File: config.mk
export PLATFORM = sky130hd
export DESIGN_NAME = elevator_ctrl_top
export DESIGN_NICKNAME = d
export VERILOG_FILES = /design/src/elev_cfg_pkg.sv /design/src/elev_ctrl_pkg.sv /design/src/request_if.sv /design/src/request_latch.sv /design/src/request_queue.sv /design/src/door_timer.sv /design/src/dispatch_fsm.sv /design/src/elevator_ctrl_top.sv
export SDC_FILE = /design/constraint.sdc
export NUM_CORES = 1
export LEC_CHECK = 0
export ABC_AREA = 1
export BUFFER_PORTS_ARGS = -buffer_cell sky130_fd_sc_hd__buf_4
export CAP_MARGIN = 20
export CORE_MARGIN = 2
export CORE_UTILIZATION = 45
export DETAILED_ROUTE_END_ITERATION = 10
export PLACE_DENSITY = 0.68
export RECOVER_POWER = 25
export REMOVE_ABC_BUFFERS = 1
export SYNTH_ARGS = -nofsm -noshare
export SYNTH_HDL_FRONTEND = slang
export SYNTH_SLANG_ARGS = --single-unit
File: constraint.sdc
create_clock -name clock -period 6.3 [get_ports clock]
set_clock_uncertainty 0.1 [all_clocks]
set_input_delay 0.315 -clock clock [delete_from_list [all_inputs] [get_ports clock]]
set_output_delay 0.315 -clock clock [all_outputs]
set_load 0.005 [all_outputs]
File: src/elev_cfg_pkg.sv
// floor count and dwell defaults only, any build must keep NUM_FLOORS between 2 and MAX_FLOORS
package elev_cfg_pkg;

    //////////////////////////////
    // sizing
    //////////////////////////////

    // hard ceiling of the design, sets the width of a floor index
    localparam int MAX_FLOORS = 16;

    // floor index counted from zero
    typedef logic [$clog2(MAX_FLOORS)-1:0] floor_t;

    //////////////////////////////
    // build defaults
    //////////////////////////////

    // floors in the default building
    localparam int DEFAULT_NUM_FLOORS = 11;

    // cycles the doors stay open after each arrival
    localparam int DEFAULT_DWELL_CYCLES = 8;

endpackage

File: src/elev_ctrl_pkg.sv
// dispatch encodings shared by the FSM and the testbench, the state enum is fixed at two bits
package elev_ctrl_pkg;

    // dispatch FSM states
    // idle waits for work, request holds move_req, release waits for ack low
    typedef enum logic [1:0] {
        ST_IDLE    = 2'b00,
        ST_REQUEST = 2'b01,
        ST_RELEASE = 2'b10,
        ST_DWELL   = 2'b11
    } dispatch_state_t;

    // travel direction handed to the car
    typedef enum logic {
        DIR_DOWN = 1'b0,
        DIR_UP   = 1'b1
    } dir_t;

endpackage

File: src/request_if.sv
// all strobes here last one cycle and the queue can never overflow, so it has no full flag
`timescale 1ns/1ns

interface request_if;
    import elev_cfg_pkg::*;

    // new floor from the button side
    logic   push;
    floor_t push_floor;

    // oldest pending floor
    floor_t head_floor;
    logic   empty;

    // dispatch takes the head
    logic   pop;

    // floor reached, its lamps go dark
    logic   served;
    floor_t served_floor;

    // halt empties the queue
    logic   flush;

    modport latch (output push, push_floor, flush, input served, served_floor);

    modport queue (input push, push_floor, pop, flush, output head_floor, empty);

    modport dispatch (input head_floor, empty, output pop, served, served_floor);

endinterface

File: src/request_latch.sv
// takes at most one new floor per cycle, and a held button that loses priority waits for a later cycle
`timescale 1ns/1ns

module request_latch #(
    parameter int NUM_FLOORS = elev_cfg_pkg::DEFAULT_NUM_FLOORS
) (
    input  logic                  clock,
    input  logic                  reset_n,
    input  logic [NUM_FLOORS-1:0] floor_call_buttons,
    input  logic [NUM_FLOORS-1:0] panel_buttons,
    input  logic                  emergency_btn,
    input  logic                  power_switch,
    input  elev_cfg_pkg::floor_t  current_floor,
    request_if.latch              req,
    output logic [NUM_FLOORS-1:0] call_button_lights,
    output logic [NUM_FLOORS-1:0] panel_button_lights
);
    import elev_cfg_pkg::*;

    localparam logic [NUM_FLOORS-1:0] BIT0 = NUM_FLOORS'(1);

    logic                  halt;
    logic [NUM_FLOORS-1:0] floor_lit;
    logic [NUM_FLOORS-1:0] cur_onehot;
    logic [NUM_FLOORS-1:0] cand_panel;
    logic [NUM_FLOORS-1:0] cand_call;
    logic [NUM_FLOORS-1:0] pick_onehot;
    logic [NUM_FLOORS-1:0] served_mask;
    logic                  pick_valid;
    logic                  pick_panel;
    floor_t                pick_floor;

    //////////////////////////////
    // candidate presses
    //////////////////////////////

    assign halt       = !power_switch || emergency_btn;
    // a floor counts as lit when either of its lamps is on
    assign floor_lit  = call_button_lights | panel_button_lights;
    assign cur_onehot = BIT0 << current_floor;

    // car already there or floor already queued
    assign cand_panel = panel_buttons & ~floor_lit & ~cur_onehot;
    assign cand_call  = floor_call_buttons & ~floor_lit & ~cur_onehot;

    // panel beats call, lowest index wins
    always_comb begin
        pick_valid = 1'b0;
        pick_panel = 1'b0;
        pick_floor = '0;
        // scan downward so the lowest hit is written last
        for (int i = NUM_FLOORS - 1; i >= 0; i--) begin
            if (cand_call[i]) begin
                pick_valid = 1'b1;
                pick_floor = floor_t'(i);
            end
        end
        for (int i = NUM_FLOORS - 1; i >= 0; i--) begin
            if (cand_panel[i]) begin
                pick_valid = 1'b1;
                pick_panel = 1'b1;
                pick_floor = floor_t'(i);
            end
        end
    end

    assign pick_onehot = BIT0 << pick_floor;
    assign served_mask = req.served ? (BIT0 << req.served_floor) : '0;

    // queue side
    assign req.push       = pick_valid && !halt;
    assign req.push_floor = pick_floor;
    assign req.flush      = halt;

    //////////////////////////////
    // lamp registers
    //////////////////////////////

    always_ff @(posedge clock or negedge reset_n) begin
        if (!reset_n) begin
            call_button_lights  <= '0;
            panel_button_lights <= '0;
        end else if (halt) begin
            // power loss or emergency drops every request
            call_button_lights  <= '0;
            panel_button_lights <= '0;
        end else begin
            // served floor goes dark, new press lights its own lamp
            call_button_lights  <= (call_button_lights & ~served_mask)
                                 | ((req.push && !pick_panel) ? pick_onehot : '0);
            panel_button_lights <= (panel_button_lights & ~served_mask)
                                 | ((req.push && pick_panel) ? pick_onehot : '0);
        end
    end

endmodule

File: src/request_queue.sv
// depth equals NUM_FLOORS and each floor sits in it at most once, so a push never finds it full
`timescale 1ns/1ns

module request_queue #(
    parameter int NUM_FLOORS = elev_cfg_pkg::DEFAULT_NUM_FLOORS
) (
    input  logic      clock,
    input  logic      reset_n,
    request_if.queue  req
);
    import elev_cfg_pkg::*;

    localparam int               PTR_W = $clog2(NUM_FLOORS);
    localparam int               CNT_W = $clog2(NUM_FLOORS + 1);
    localparam logic [PTR_W-1:0] LAST  = PTR_W'(NUM_FLOORS - 1);

    floor_t           mem [NUM_FLOORS];
    logic [PTR_W-1:0] wr_ptr;
    logic [PTR_W-1:0] rd_ptr;
    logic [CNT_W-1:0] count;
    logic             do_push;
    logic             do_pop;

    // flush wins over both strobes
    assign do_push = req.push && !req.flush;
    assign do_pop  = req.pop && (count != '0) && !req.flush;

    assign req.empty      = (count == '0);
    assign req.head_floor = mem[rd_ptr];

    // storage
    always_ff @(posedge clock) begin
        if (do_push) begin
            mem[wr_ptr] <= req.push_floor;
        end
    end

    //////////////////////////////
    // pointers and fill count
    //////////////////////////////

    always_ff @(posedge clock or negedge reset_n) begin
        if (!reset_n) begin
            wr_ptr <= '0;
            rd_ptr <= '0;
            count  <= '0;
        end else if (req.flush) begin
            wr_ptr <= '0;
            rd_ptr <= '0;
            count  <= '0;
        end else begin
            // wrap at the last slot, depth need not be a power of two
            if (do_push) begin
                wr_ptr <= (wr_ptr == LAST) ? '0 : wr_ptr + 1'b1;
            end
            if (do_pop) begin
                rd_ptr <= (rd_ptr == LAST) ? '0 : rd_ptr + 1'b1;
            end
            case ({do_push, do_pop})
                2'b10:   count <= count + 1'b1;
                2'b01:   count <= count - 1'b1;
                default: count <= count;
            endcase
        end
    end

endmodule

File: src/door_timer.sv
// dwell length is DWELL_CYCLES counted from the start edge and must be at least one cycle
`timescale 1ns/1ns

module door_timer #(
    parameter int DWELL_CYCLES = elev_cfg_pkg::DEFAULT_DWELL_CYCLES
) (
    input  logic clock,
    input  logic reset_n,
    input  logic start,
    input  logic cancel,
    output logic busy
);
    localparam int               CNT_W = $clog2(DWELL_CYCLES + 1);
    // the cycle after busy drops still belongs to the dwell
    localparam logic [CNT_W-1:0] LOAD  = CNT_W'(DWELL_CYCLES - 1);

    logic [CNT_W-1:0] count;

    always_ff @(posedge clock or negedge reset_n) begin
        if (!reset_n) begin
            count <= '0;
        end else if (cancel) begin
            // door close pressed
            count <= '0;
        end else if (start) begin
            count <= LOAD;
        end else if (count != '0) begin
            count <= count - 1'b1;
        end
    end

    assign busy = (count != '0);

endmodule

File: src/dispatch_fsm.sv
// car must raise move_ack only at target_floor, and a halt never aborts a handshake in flight
`timescale 1ns/1ns

module dispatch_fsm (
    input  logic                 clock,
    input  logic                 reset_n,
    request_if.dispatch          req,
    input  elev_cfg_pkg::floor_t current_floor,
    input  logic                 move_ack,
    input  logic                 emergency_btn,
    input  logic                 power_switch,
    input  logic                 door_open_btn,
    input  logic                 door_close_btn,
    input  logic                 dwell_busy,
    output logic                 dwell_start,
    output logic                 dwell_cancel,
    output logic                 move_req,
    output elev_cfg_pkg::floor_t target_floor,
    output elev_ctrl_pkg::dir_t  direction,
    output logic                 door_open_allowed,
    output logic                 door_close_allowed
);
    import elev_ctrl_pkg::*;

    dispatch_state_t state;
    dispatch_state_t state_next;
    logic            halt;
    logic            dispatch_go;
    logic            ack_seen;
    logic            served_q;

    assign halt        = !power_switch || emergency_btn;
    // idle, work pending and not halted
    assign dispatch_go = (state == ST_IDLE) && !req.empty && !halt;
    assign ack_seen    = (state == ST_REQUEST) && move_ack;

    //////////////////////////////
    // state sequencing
    //////////////////////////////

    always_comb begin
        state_next = state;
        case (state)
            ST_IDLE: begin
                if (dispatch_go) begin
                    state_next = ST_REQUEST;
                end
            end
            ST_REQUEST: begin
                // car is at the target
                if (move_ack) begin
                    state_next = ST_RELEASE;
                end
            end
            ST_RELEASE: begin
                if (!move_ack) begin
                    state_next = ST_DWELL;
                end
            end
            ST_DWELL: begin
                // close button cuts the dwell short
                if (door_close_btn || !dwell_busy) begin
                    state_next = ST_IDLE;
                end
            end
            default: state_next = ST_IDLE;
        endcase
    end

    always_ff @(posedge clock or negedge reset_n) begin
        if (!reset_n) begin
            state    <= ST_IDLE;
            served_q <= 1'b0;
        end else begin
            state    <= state_next;
            served_q <= ack_seen;
        end
    end

    // target and direction latched with the pop, stable for the handshake
    always_ff @(posedge clock) begin
        if (dispatch_go) begin
            target_floor <= req.head_floor;
            direction    <= (req.head_floor > current_floor) ? DIR_UP : DIR_DOWN;
        end
    end

    //////////////////////////////
    // outputs
    //////////////////////////////

    assign req.pop          = dispatch_go;
    assign req.served       = served_q;
    assign req.served_floor = target_floor;

    assign move_req     = (state == ST_REQUEST);
    assign dwell_start  = (state == ST_RELEASE) && !move_ack;
    assign dwell_cancel = (state == ST_DWELL) && door_close_btn;

    // doors only with the car stopped and power on, held open during dwell
    assign door_open_allowed  = power_switch
                              && ((state == ST_DWELL) || ((state == ST_IDLE) && door_open_btn));
    assign door_close_allowed = power_switch && door_close_btn
                              && ((state == ST_IDLE) || (state == ST_DWELL));

endmodule

File: src/elevator_ctrl_top.sv
// NUM_FLOORS from 2 to 16, and current_floor and move_ack come from a car controller outside
`timescale 1ns/1ns

module elevator_ctrl_top #(
    parameter int NUM_FLOORS   = elev_cfg_pkg::DEFAULT_NUM_FLOORS,
    parameter int DWELL_CYCLES = elev_cfg_pkg::DEFAULT_DWELL_CYCLES
) (
    input  logic                  clock,
    input  logic                  reset_n,
    input  logic [NUM_FLOORS-1:0] floor_call_buttons,
    input  logic [NUM_FLOORS-1:0] panel_buttons,
    input  logic                  door_open_btn,
    input  logic                  door_close_btn,
    input  logic                  emergency_btn,
    input  logic                  power_switch,
    input  elev_cfg_pkg::floor_t  current_floor,
    input  logic                  move_ack,
    output logic                  move_req,
    output elev_cfg_pkg::floor_t  target_floor,
    output elev_ctrl_pkg::dir_t   direction,
    output logic [NUM_FLOORS-1:0] call_button_lights,
    output logic [NUM_FLOORS-1:0] panel_button_lights,
    output logic                  door_open_allowed,
    output logic                  door_close_allowed
);
    // dwell timer hookup
    logic dwell_start;
    logic dwell_cancel;
    logic dwell_busy;

    // queue and service traffic
    request_if req ();

    request_latch #(.NUM_FLOORS(NUM_FLOORS)) i_request_latch (
        .clock               (clock),
        .reset_n             (reset_n),
        .floor_call_buttons  (floor_call_buttons),
        .panel_buttons       (panel_buttons),
        .emergency_btn       (emergency_btn),
        .power_switch        (power_switch),
        .current_floor       (current_floor),
        .req                 (req.latch),
        .call_button_lights  (call_button_lights),
        .panel_button_lights (panel_button_lights)
    );

    request_queue #(.NUM_FLOORS(NUM_FLOORS)) i_request_queue (
        .clock   (clock),
        .reset_n (reset_n),
        .req     (req.queue)
    );

    door_timer #(.DWELL_CYCLES(DWELL_CYCLES)) i_door_timer (
        .clock   (clock),
        .reset_n (reset_n),
        .start   (dwell_start),
        .cancel  (dwell_cancel),
        .busy    (dwell_busy)
    );

    dispatch_fsm i_dispatch_fsm (
        .clock              (clock),
        .reset_n            (reset_n),
        .req                (req.dispatch),
        .current_floor      (current_floor),
        .move_ack           (move_ack),
        .emergency_btn      (emergency_btn),
        .power_switch       (power_switch),
        .door_open_btn      (door_open_btn),
        .door_close_btn     (door_close_btn),
        .dwell_busy         (dwell_busy),
        .dwell_start        (dwell_start),
        .dwell_cancel       (dwell_cancel),
        .move_req           (move_req),
        .target_floor       (target_floor),
        .direction          (direction),
        .door_open_allowed  (door_open_allowed),
        .door_close_allowed (door_close_allowed)
    );

endmodule

# After elaboration in Yosys (flattened, before gate mapping)
# Memories as Yosys holds them, arrays and structs flattened.
# Cells that the tools add are included.
[word_totals]
reg_bits = 46
mem_bits_rw = 44
in_bits = 33
elab_cells = 156
memories = 1
[op_classes]
add_sub_neg = 5
magnitude_cmp = 1
eq_ne = 11
shifts = 3
mux = 79
bitwise = 12
n_reduce_logical = 34
[memory_table]
columns = ["name", "words", "word_bits", "read_ports", "rd_ports_with_merged_regs", "write_ports", "line_no", "source"]
rows = [
  ["i_request_queue.mem", 11, 4, 1, 0, 1, "request_queue.sv:17", "floor_t mem [NUM_FLOORS];"],
]
[ops]
columns = ["cell", "n"]
rows = [
  ["$mux 4", 32],
  ["$and 11x11->11", 6],
  ["$mux 11", 5],
  ["$mux 1", 36],
  ["$not 11->11", 3],
  ["$or 11x11->11", 3],
  ["$shl 1x4->11 const A", 3],
  ["$logic_and 1x1->1", 15],
  ["$add 4x1->4 const B", 3],
  ["$eq 4x4->1 const B", 2],
  ["$mux 2", 4],
  ["$pmux 2 s4", 1],
  ["$pmux 4 s2", 1],
  ["$reduce_bool 4->1", 2],
  ["$sub 4x1->4 const B", 2],
  ["$eq 2x2->1 const B", 3],
  ["$logic_not 1->1", 6],
  ["$ne 2x2->1 const B", 3],
  ["$reduce_bool 3->1", 2],
  ["$eq 2x1->1 const B", 2],
  ["$gt 4x4->1", 1],
  ["$logic_not 4->1", 1],
  ["$logic_or 1x1->1", 4],
  ["$reduce_and 4->1", 1],
  ["other kinds (3)", 4],
]

# Logic depth before layout (Yosys ltp)
[logic_depth]
word_depth = 31
mapped_depth = 27

# Modules after synthesis
# A second synthesis with hierarchy kept.
[hier_totals]
cells_unflattened = 602
area_unflattened_um2 = 5041.1
[by_module_without_submodules]
columns = ["module", "n_inst", "cells_per_inst", "area_each_um2"]
rows = [
  ["request_queue", 1, 241, 2557.5],
  ["request_latch", 1, 256, 1652.8],
  ["dispatch_fsm", 1, 66, 561.8],
  ["door_timer", 1, 39, 269.0],
]

# Least setup slack after synthesis
# OpenSTA, ideal clock, no wires.
[synth_path]
path_type = "input to register"
from = "in current_floor[2]"
to = "reg i_request_queue.count[3]"
arrival_time_ps = 2572
setup_slack_ps = 3502
cell_stages = 17
path_buffers = 0
cell_sequence = "nor2_2 nand2_1 nand4_2 nand2_1 nor2_1 nand2_2 nor2_2 nand4_1 inv_2 nor2_4 inv_2 ha_1 ha_1 a21o_1 a21oi_1 xor2_1 o21ai_0"
[synth_via]
elab_chain_cells = 30
word_cells_on_any_way = 33
cone_classes = "2 x eq/ne; 1 x shift; 24 x mux; 3 x bitwise; 3 x reduce/logical"
[synth_rtl]
columns = ["item", "line_no", "source"]
rows = [
  ["from (decl)", "elevator_ctrl_top.sv:16", "input elev_cfg_pkg::floor_t current_floor,"],
  ["$shl 1x4->11 (*)", "request_latch.sv:40", "assign cur_onehot = BIT0 << current_floor;"],
  ["$not 11->11 (*)", "request_latch.sv:43, request_latch.sv:44", ""],
  ["$and 11x11->11", "request_latch.sv:44", "assign cand_call = floor_call_buttons & ~floor_lit & ~cur_onehot;"],
  ["$mux 1 (11 in series)", "request_latch.sv:53", "if (cand_call[i]) begin"],
  ["$mux 1 (10 in series)", "request_latch.sv:59", "if (cand_panel[i]) begin"],
  ["$mux 1 (*)", "request_latch.sv:59", ""],
  ["$logic_and 1x1->1 (*)", "request_latch.sv:71", "assign req.push = pick_valid && !halt;"],
  ["$logic_and 1x1->1 (*)", "request_queue.sv:25", "assign do_push = req.push && !req.flush;"],
  ["$eq 2x1->1 or $eq 2x2->1 (tied branches)", "request_queue.sv:59", "case ({do_push, do_pop})"],
  ["$pmux 4 s2", "request_queue.sv:59", ""],
  ["$mux 4", "request_queue.sv:47", "end else if (req.flush) begin"],
  ["to (signal assigned)", "request_queue.sv:60", "2'b10: count <= count + 1'b1;"],
  ["to (signal assigned)", "request_queue.sv:61", "2'b01: count <= count - 1'b1;"],
  ["to (signal assigned)", "request_queue.sv:62", "default: count <= count;"],
  ["to (decl)", "request_queue.sv:20", "logic [CNT_W-1:0] count;"],
]
# Every way passes the cells marked *; elsewhere a longest branch is shown, timed or not.
# A chain may end at the register's enable or synchronous reset.

# Final worst setup path
[layout_path]
from = "reg i_request_latch.call_button_lights[0]"
to = "reg i_request_queue.count[3]"
[layout_via]
elab_chain_cells = 21
word_cells_on_any_way = 25
cone_classes = "2 x eq/ne; 14 x mux; 6 x bitwise; 3 x reduce/logical"
[layout_rtl]
columns = ["item", "line_no", "source"]
rows = [
  ["from (decl)", "request_latch.sv:15", "output logic [NUM_FLOORS-1:0] call_button_lights,"],
  ["from (signal assigned)", "request_latch.sv:89", "call_button_lights <= (call_button_lights & ~served_mask)"],
  ["$or 11x11->11 (*)", "request_latch.sv:39", "assign floor_lit = call_button_lights | panel_button_lights;"],
  ["$not 11->11 (*)", "request_latch.sv:43, request_latch.sv:44", ""],
  ["$and 11x11->11 (2 in series)", "request_latch.sv:44", ""],
  ["$mux 1", "request_latch.sv:53", ""],
  ["$mux 1 (10 in series)", "request_latch.sv:59", ""],
  ["$mux 1 (*)", "request_latch.sv:59", ""],
  ["$logic_and 1x1->1 (*)", "request_latch.sv:71", ""],
  ["$logic_and 1x1->1 (*)", "request_queue.sv:25", ""],
  ["$eq 2x1->1 or $eq 2x2->1 (tied branches)", "request_queue.sv:59", ""],
  ["$pmux 4 s2", "request_queue.sv:59", ""],
  ["$mux 4", "request_queue.sv:47", ""],
]
# Marked as above.

==> metrics.sh <==
REQUIRED_NS=6.45
POSTROUTEWIRELENGTH_UM=12300
WORST_SETUP_PATH_STARTPOINT='i_request_latch.call_button_lights[0]$_DFF_PN0_'
PWR-SHARE-CLK_PCT=28.6
GRT_PASS1_WL_UM=19600
FINALHOLDVIOLATIONS=0
POST_ROUTE_CELLS_DRIVE_ABOVE_1_SHARE_PCT=18.5
POST-CTS-SETUP-BUFFERS=0
ROUTE.ANTENNA.REMAINING_NETS=0
R2R_SLACK_NS=3.02
PLACEMENT_ROWS=37
POWER_SWITCHING_SHARE_PCT=30.0
IO-PIN-COUNT=63
CORE_REGION_AREA_MM2=0.0103
SYNTH_ENABLE_FLOP_CELLS=49
FINAL_NETS=649
GROUTE.USAGE.OVERALL_PCT=22.4
RSZ0062_AT_GRT='false'
POST_CTS_RESIZED=0
YS_SEQ_ELEMENTS=90
LAYOUT.AREA.SEQ_MM2=0.00250
GRT_ANTENNA_BEFORE_REPAIR=0
SETUP_WS_NS=3.02
CRITICAL_PATH.ENDPOINT='i_request_queue.count[3]$_DFFE_PN0P_'
PLACEMENT.IO_BUFFERS=62
FP.DIEAREA_MM2=0.0115
WORSTREG2REGSTART='i_request_latch.call_button_lights[0]$_DFF_PN0_'
DIE_HEIGHT_UM=107
SYNTHTOLAYOUTAREAGROWTH_PCT=16.4
CLOCK_TREE_FROM_TRITONCTS='built'
CLK-INSERTION-DELAY-LATE_NS=0.37
COMB_POWER_SHARE_PCT=20.0
POST_DP_HPWL_UM=9240
POWER_DENSITY_mW_PER_MM2=232
MULTI_INPUT_AREA_MM2=0.00204
FMAX_GHz=0.305
YOSYSUNIQUECELLTYPES=49
CLKSLEWWORSTSETUPHOLDPATHS_NS=0.09
VDD_DROP_MAX_mV=0.191
STATIC_LEAKAGE_nW=2.39
SYNTH.YOSYS.WARNINGS=0
TIMING.CRITICAL_PATH.FROM_TYPE='register'
NETLIST_INSTANCES=536
AVGSYNTHCELLAREA_UM2=8.92
REG2REGPATHDEPTH=16
VIOLATIONS='max-capacitance violations, max-slew violations'
CTS_MADE_BUFFERS=9
DIE_W_UM=107
FILL_CELLS=934
CTS_HOLD_BUFFERS=1
OUTCOME='finished, violations left'
CTS-HTREE-LEVELS=3
WL_PER_CELL_UM=16.6
WORSTSETUPENDPOINTTYPE='register'
LAYOUT_WORST_PATH_CYCLE_SHARE_PCT=52.0
START_UTIL_PCT=46.3
LAYOUT_MIN_CYCLE_TIME_NS=3.28
PLACE_WORST_SETUP_SLACK_NS=2.81
GRT_START_MAX_NET_PINS=42
TIGHTEST_SLEW_NS=2.32
PLACE.GP.CONGESTION=0.881
POWER.SHARE.SEQUENTIAL_PCT=51.4
FIRSTDRTPASSITERS=5
CTS_NUM_SINKS=90
SYNTH_FLOP_CELL='sky130_fd_sc_hd__edfxtp_1'
NUM_VIAS=4093
YS_ASYNC_SR_FRACTION_PCT=45.6
SLEW-LIMIT-HEADROOM_PCT=-54.5
SYNTH.YOSYS.SEQ_AREA_SHARE_PCT=52.2
DRV_CAP=1
TIMING.CRITICAL_PATH.ARRIVAL_NS=3.43
SETUP-VIOLATIONS-FINAL=0
DETAILEDROUTE.FIRSTITERATIONVIOLATIONS=374
TIMING.CRITICAL_PATH.FANOUT_MAX=6
CLOCKROOTBUFFER='sky130_fd_sc_hd__clkbuf_8'
TOTAL_SWITCHING_POWER_mW=0.388
HP-CLASS='in -> reg'
SYN-CELL-AREA_MM2=0.00478
INTERNAL_POWER_mW=0.905
GRT_OVERFLOW_TOTAL=0
ANTENNADIODECOUNT=0
FINAL_MAX_SLEW_VIOL_COUNT=42
CLK_PATH_BUF_DEPTH=2
DETAIL_ROUTE.DRC_VIOLATIONS=0
PATH_CLASS='reg -> reg'
R2R-END='i_request_queue.count[3]$_DFFE_PN0P_'
ROUTED_VIA_DENSITY=5.52
NUMBER_OF_GLOBAL_ROUTE_VIAS_BEFORE_REPAIR=3947
TIMING.SETUP.TNS_NS=0
[layout make-up]
type | count | area share [%]
multi-input combinational | 380 | 36.6
inverter | 56 | 3.78
clock buffer | 11 | 2.54
tap | 136 | 3.06
clock inverter | 5 | 0.697
timing repair buffer | 63 | 8.48
sequential | 90 | 44.9
[per-stage QoR]
step           cells  instance area (um^2)  total power, mW  hold WS [ns]  utilization, %
2_1_floorplan    526                  4740            0.848       -0.0806               -
3_3_place_gp     724                  5380            0.928         0.233            52.1
3_5_place_dp     724                  5380            0.934         0.244            52.1
4_1_cts          741                  5570             1.30        0.0536            53.9
5_1_grt          741                  5570             1.36        0.0748            53.9
6_report         741                  5570             1.29        0.0599            53.9
[cell usage after synthesis (2+ instances only)]
master / count / area, um^2
sky130_fd_sc_hd__a21oi_1: 31 / 155
sky130_fd_sc_hd__a32oi_1: 2 / 17.5
sky130_fd_sc_hd__buf_1: 2 / 7.51
sky130_fd_sc_hd__clkbuf_1: 8 / 30.0
sky130_fd_sc_hd__dfrtp_1: 41 / 1030
sky130_fd_sc_hd__edfxtp_1: 49 / 1470
sky130_fd_sc_hd__ha_1: 15 / 188
sky130_fd_sc_hd__inv_1: 47 / 176
sky130_fd_sc_hd__inv_2: 8 / 30.0
sky130_fd_sc_hd__nand2_1: 102 / 383
sky130_fd_sc_hd__nand2_2: 3 / 18.8
sky130_fd_sc_hd__nand2_4: 2 / 22.5
sky130_fd_sc_hd__nand3_1: 33 / 165
sky130_fd_sc_hd__nand3_2: 3 / 30.0
sky130_fd_sc_hd__nand3b_1: 2 / 15.0
sky130_fd_sc_hd__nand4_1: 9 / 56.3
sky130_fd_sc_hd__nor2_1: 76 / 285
sky130_fd_sc_hd__nor2_2: 8 / 50.1
sky130_fd_sc_hd__nor2_4: 2 / 22.5
sky130_fd_sc_hd__nor3_1: 6 / 30.0
sky130_fd_sc_hd__nor3_2: 2 / 20.0
sky130_fd_sc_hd__nor3b_1: 2 / 15.0
sky130_fd_sc_hd__nor4_1: 2 / 12.5
sky130_fd_sc_hd__o211ai_1: 3 / 22.5
sky130_fd_sc_hd__o21ai_0: 34 / 170
sky130_fd_sc_hd__o22ai_1: 15 / 93.8
sky130_fd_sc_hd__o41ai_1: 2 / 17.5
sky130_fd_sc_hd__or2_2: 2 / 12.5
sky130_fd_sc_hd__xnor2_1: 2 / 17.5
sky130_fd_sc_hd__xor2_1: 4 / 35.0
[layout by cell type (no fill, tap or decap), types with 15 or more instances in the layout]
cell type / n
sky130_fd_sc_hd__nand3_1: 33
sky130_fd_sc_hd__o22ai_1: 15
sky130_fd_sc_hd__a21oi_1: 31
sky130_fd_sc_hd__ha_1: 15
sky130_fd_sc_hd__buf_4: 51
sky130_fd_sc_hd__dfrtp_1: 41
sky130_fd_sc_hd__nor2_1: 76
sky130_fd_sc_hd__edfxtp_1: 49
sky130_fd_sc_hd__inv_1: 47
sky130_fd_sc_hd__o21ai_0: 34
sky130_fd_sc_hd__nand2_1: 102
[logic make-up (layout without fill, tap and decap cells)]
| family | after synthesis | after routing | share of synthesized area [%] |
|---|---|---|---|
| AOI/OAI and AO/OA | 101 | 101 | 12.8 |
| xor gates and xnor gates | 6 | 6 | 1.10 |
| adders and majority gates | 16 | 16 | 4.34 |
| buffers and inverters | 66 | 135 | 5.18 |
| DFF | 90 | 90 | 52.2 |
| and+or+nand+nor | 257 | 257 | 24.3 |
[worst max-delay path, stage by stage (launching register included)]
cell,delay (ns)
sky130_fd_sc_hd__dfrtp_1,0.39
sky130_fd_sc_hd__inv_1,0.08
sky130_fd_sc_hd__nand4_2,0.19
sky130_fd_sc_hd__nand2_1,0.14
sky130_fd_sc_hd__nor2_1,0.18
sky130_fd_sc_hd__nand2_2,0.12
sky130_fd_sc_hd__nor2_2,0.24
sky130_fd_sc_hd__nand4_1,0.25
sky130_fd_sc_hd__inv_2,0.15
sky130_fd_sc_hd__nor2_4,0.06
sky130_fd_sc_hd__inv_2,0.16
sky130_fd_sc_hd__ha_1,0.28
sky130_fd_sc_hd__ha_1,0.27
sky130_fd_sc_hd__a21o_1,0.15
sky130_fd_sc_hd__a21oi_1,0.15
sky130_fd_sc_hd__xor2_1,0.17
sky130_fd_sc_hd__o21ai_0,0.09
[power groups by stage]
stage          clock network (mW)  registers, mW  logic (mW)
6_report                    0.370          0.664       0.258
5_1_grt                     0.397          0.668       0.294
4_1_cts                     0.373          0.664       0.259
3_5_place_dp                    0          0.676       0.258
3_3_place_gp                    0          0.676       0.252
2_1_floorplan                   0          0.673       0.175
[metal layers]
| metal | share of wire [%] | GRT usage, % |
|---|---|---|
| met5 | 0 | 0 |
| met4 | 2.2 | 8.53 |
| met3 | 7.1 | 4.62 |
| met2 | 45 | 34.9 |
| met1 | 45 | 30.7 |
[state kept, by name, summed over array words and instances, names as in the netlist]
name and count:
i_door_timer.count 4, i_dispatch_fsm.req.served_floor 4, i_dispatch_fsm.req.served 1, i_request_queue.wr_ptr 4, i_request_latch.call_button_lights 11, i_request_queue.count 4, i_request_queue.rd_ptr 4, i_dispatch_fsm.state 2
i_dispatch_fsm.direction 1, i_request_latch.panel_button_lights 11, i_request_queue.mem 44
[worst min-delay path by stage]
stage	startpoint	end	slack, ns	depth (start not counted)
2_1_floorplan	reset_n	i_dispatch_fsm.req.served$_DFF_PN0_	-0.08	0
3_3_place_gp	reset_n	i_request_latch.panel_button_lights[0]$_DFF_PN0_	0.23	1
3_5_place_dp	reset_n	i_request_latch.panel_button_lights[0]$_DFF_PN0_	0.24	1
4_1_cts	move_ack	i_dispatch_fsm.req.served$_DFF_PN0_	0.05	3
5_1_grt	move_ack	i_dispatch_fsm.req.served$_DFF_PN0_	0.07	3
6_report	move_ack	i_dispatch_fsm.req.served$_DFF_PN0_	0.06	3
(Power assumes the default switching activity.)
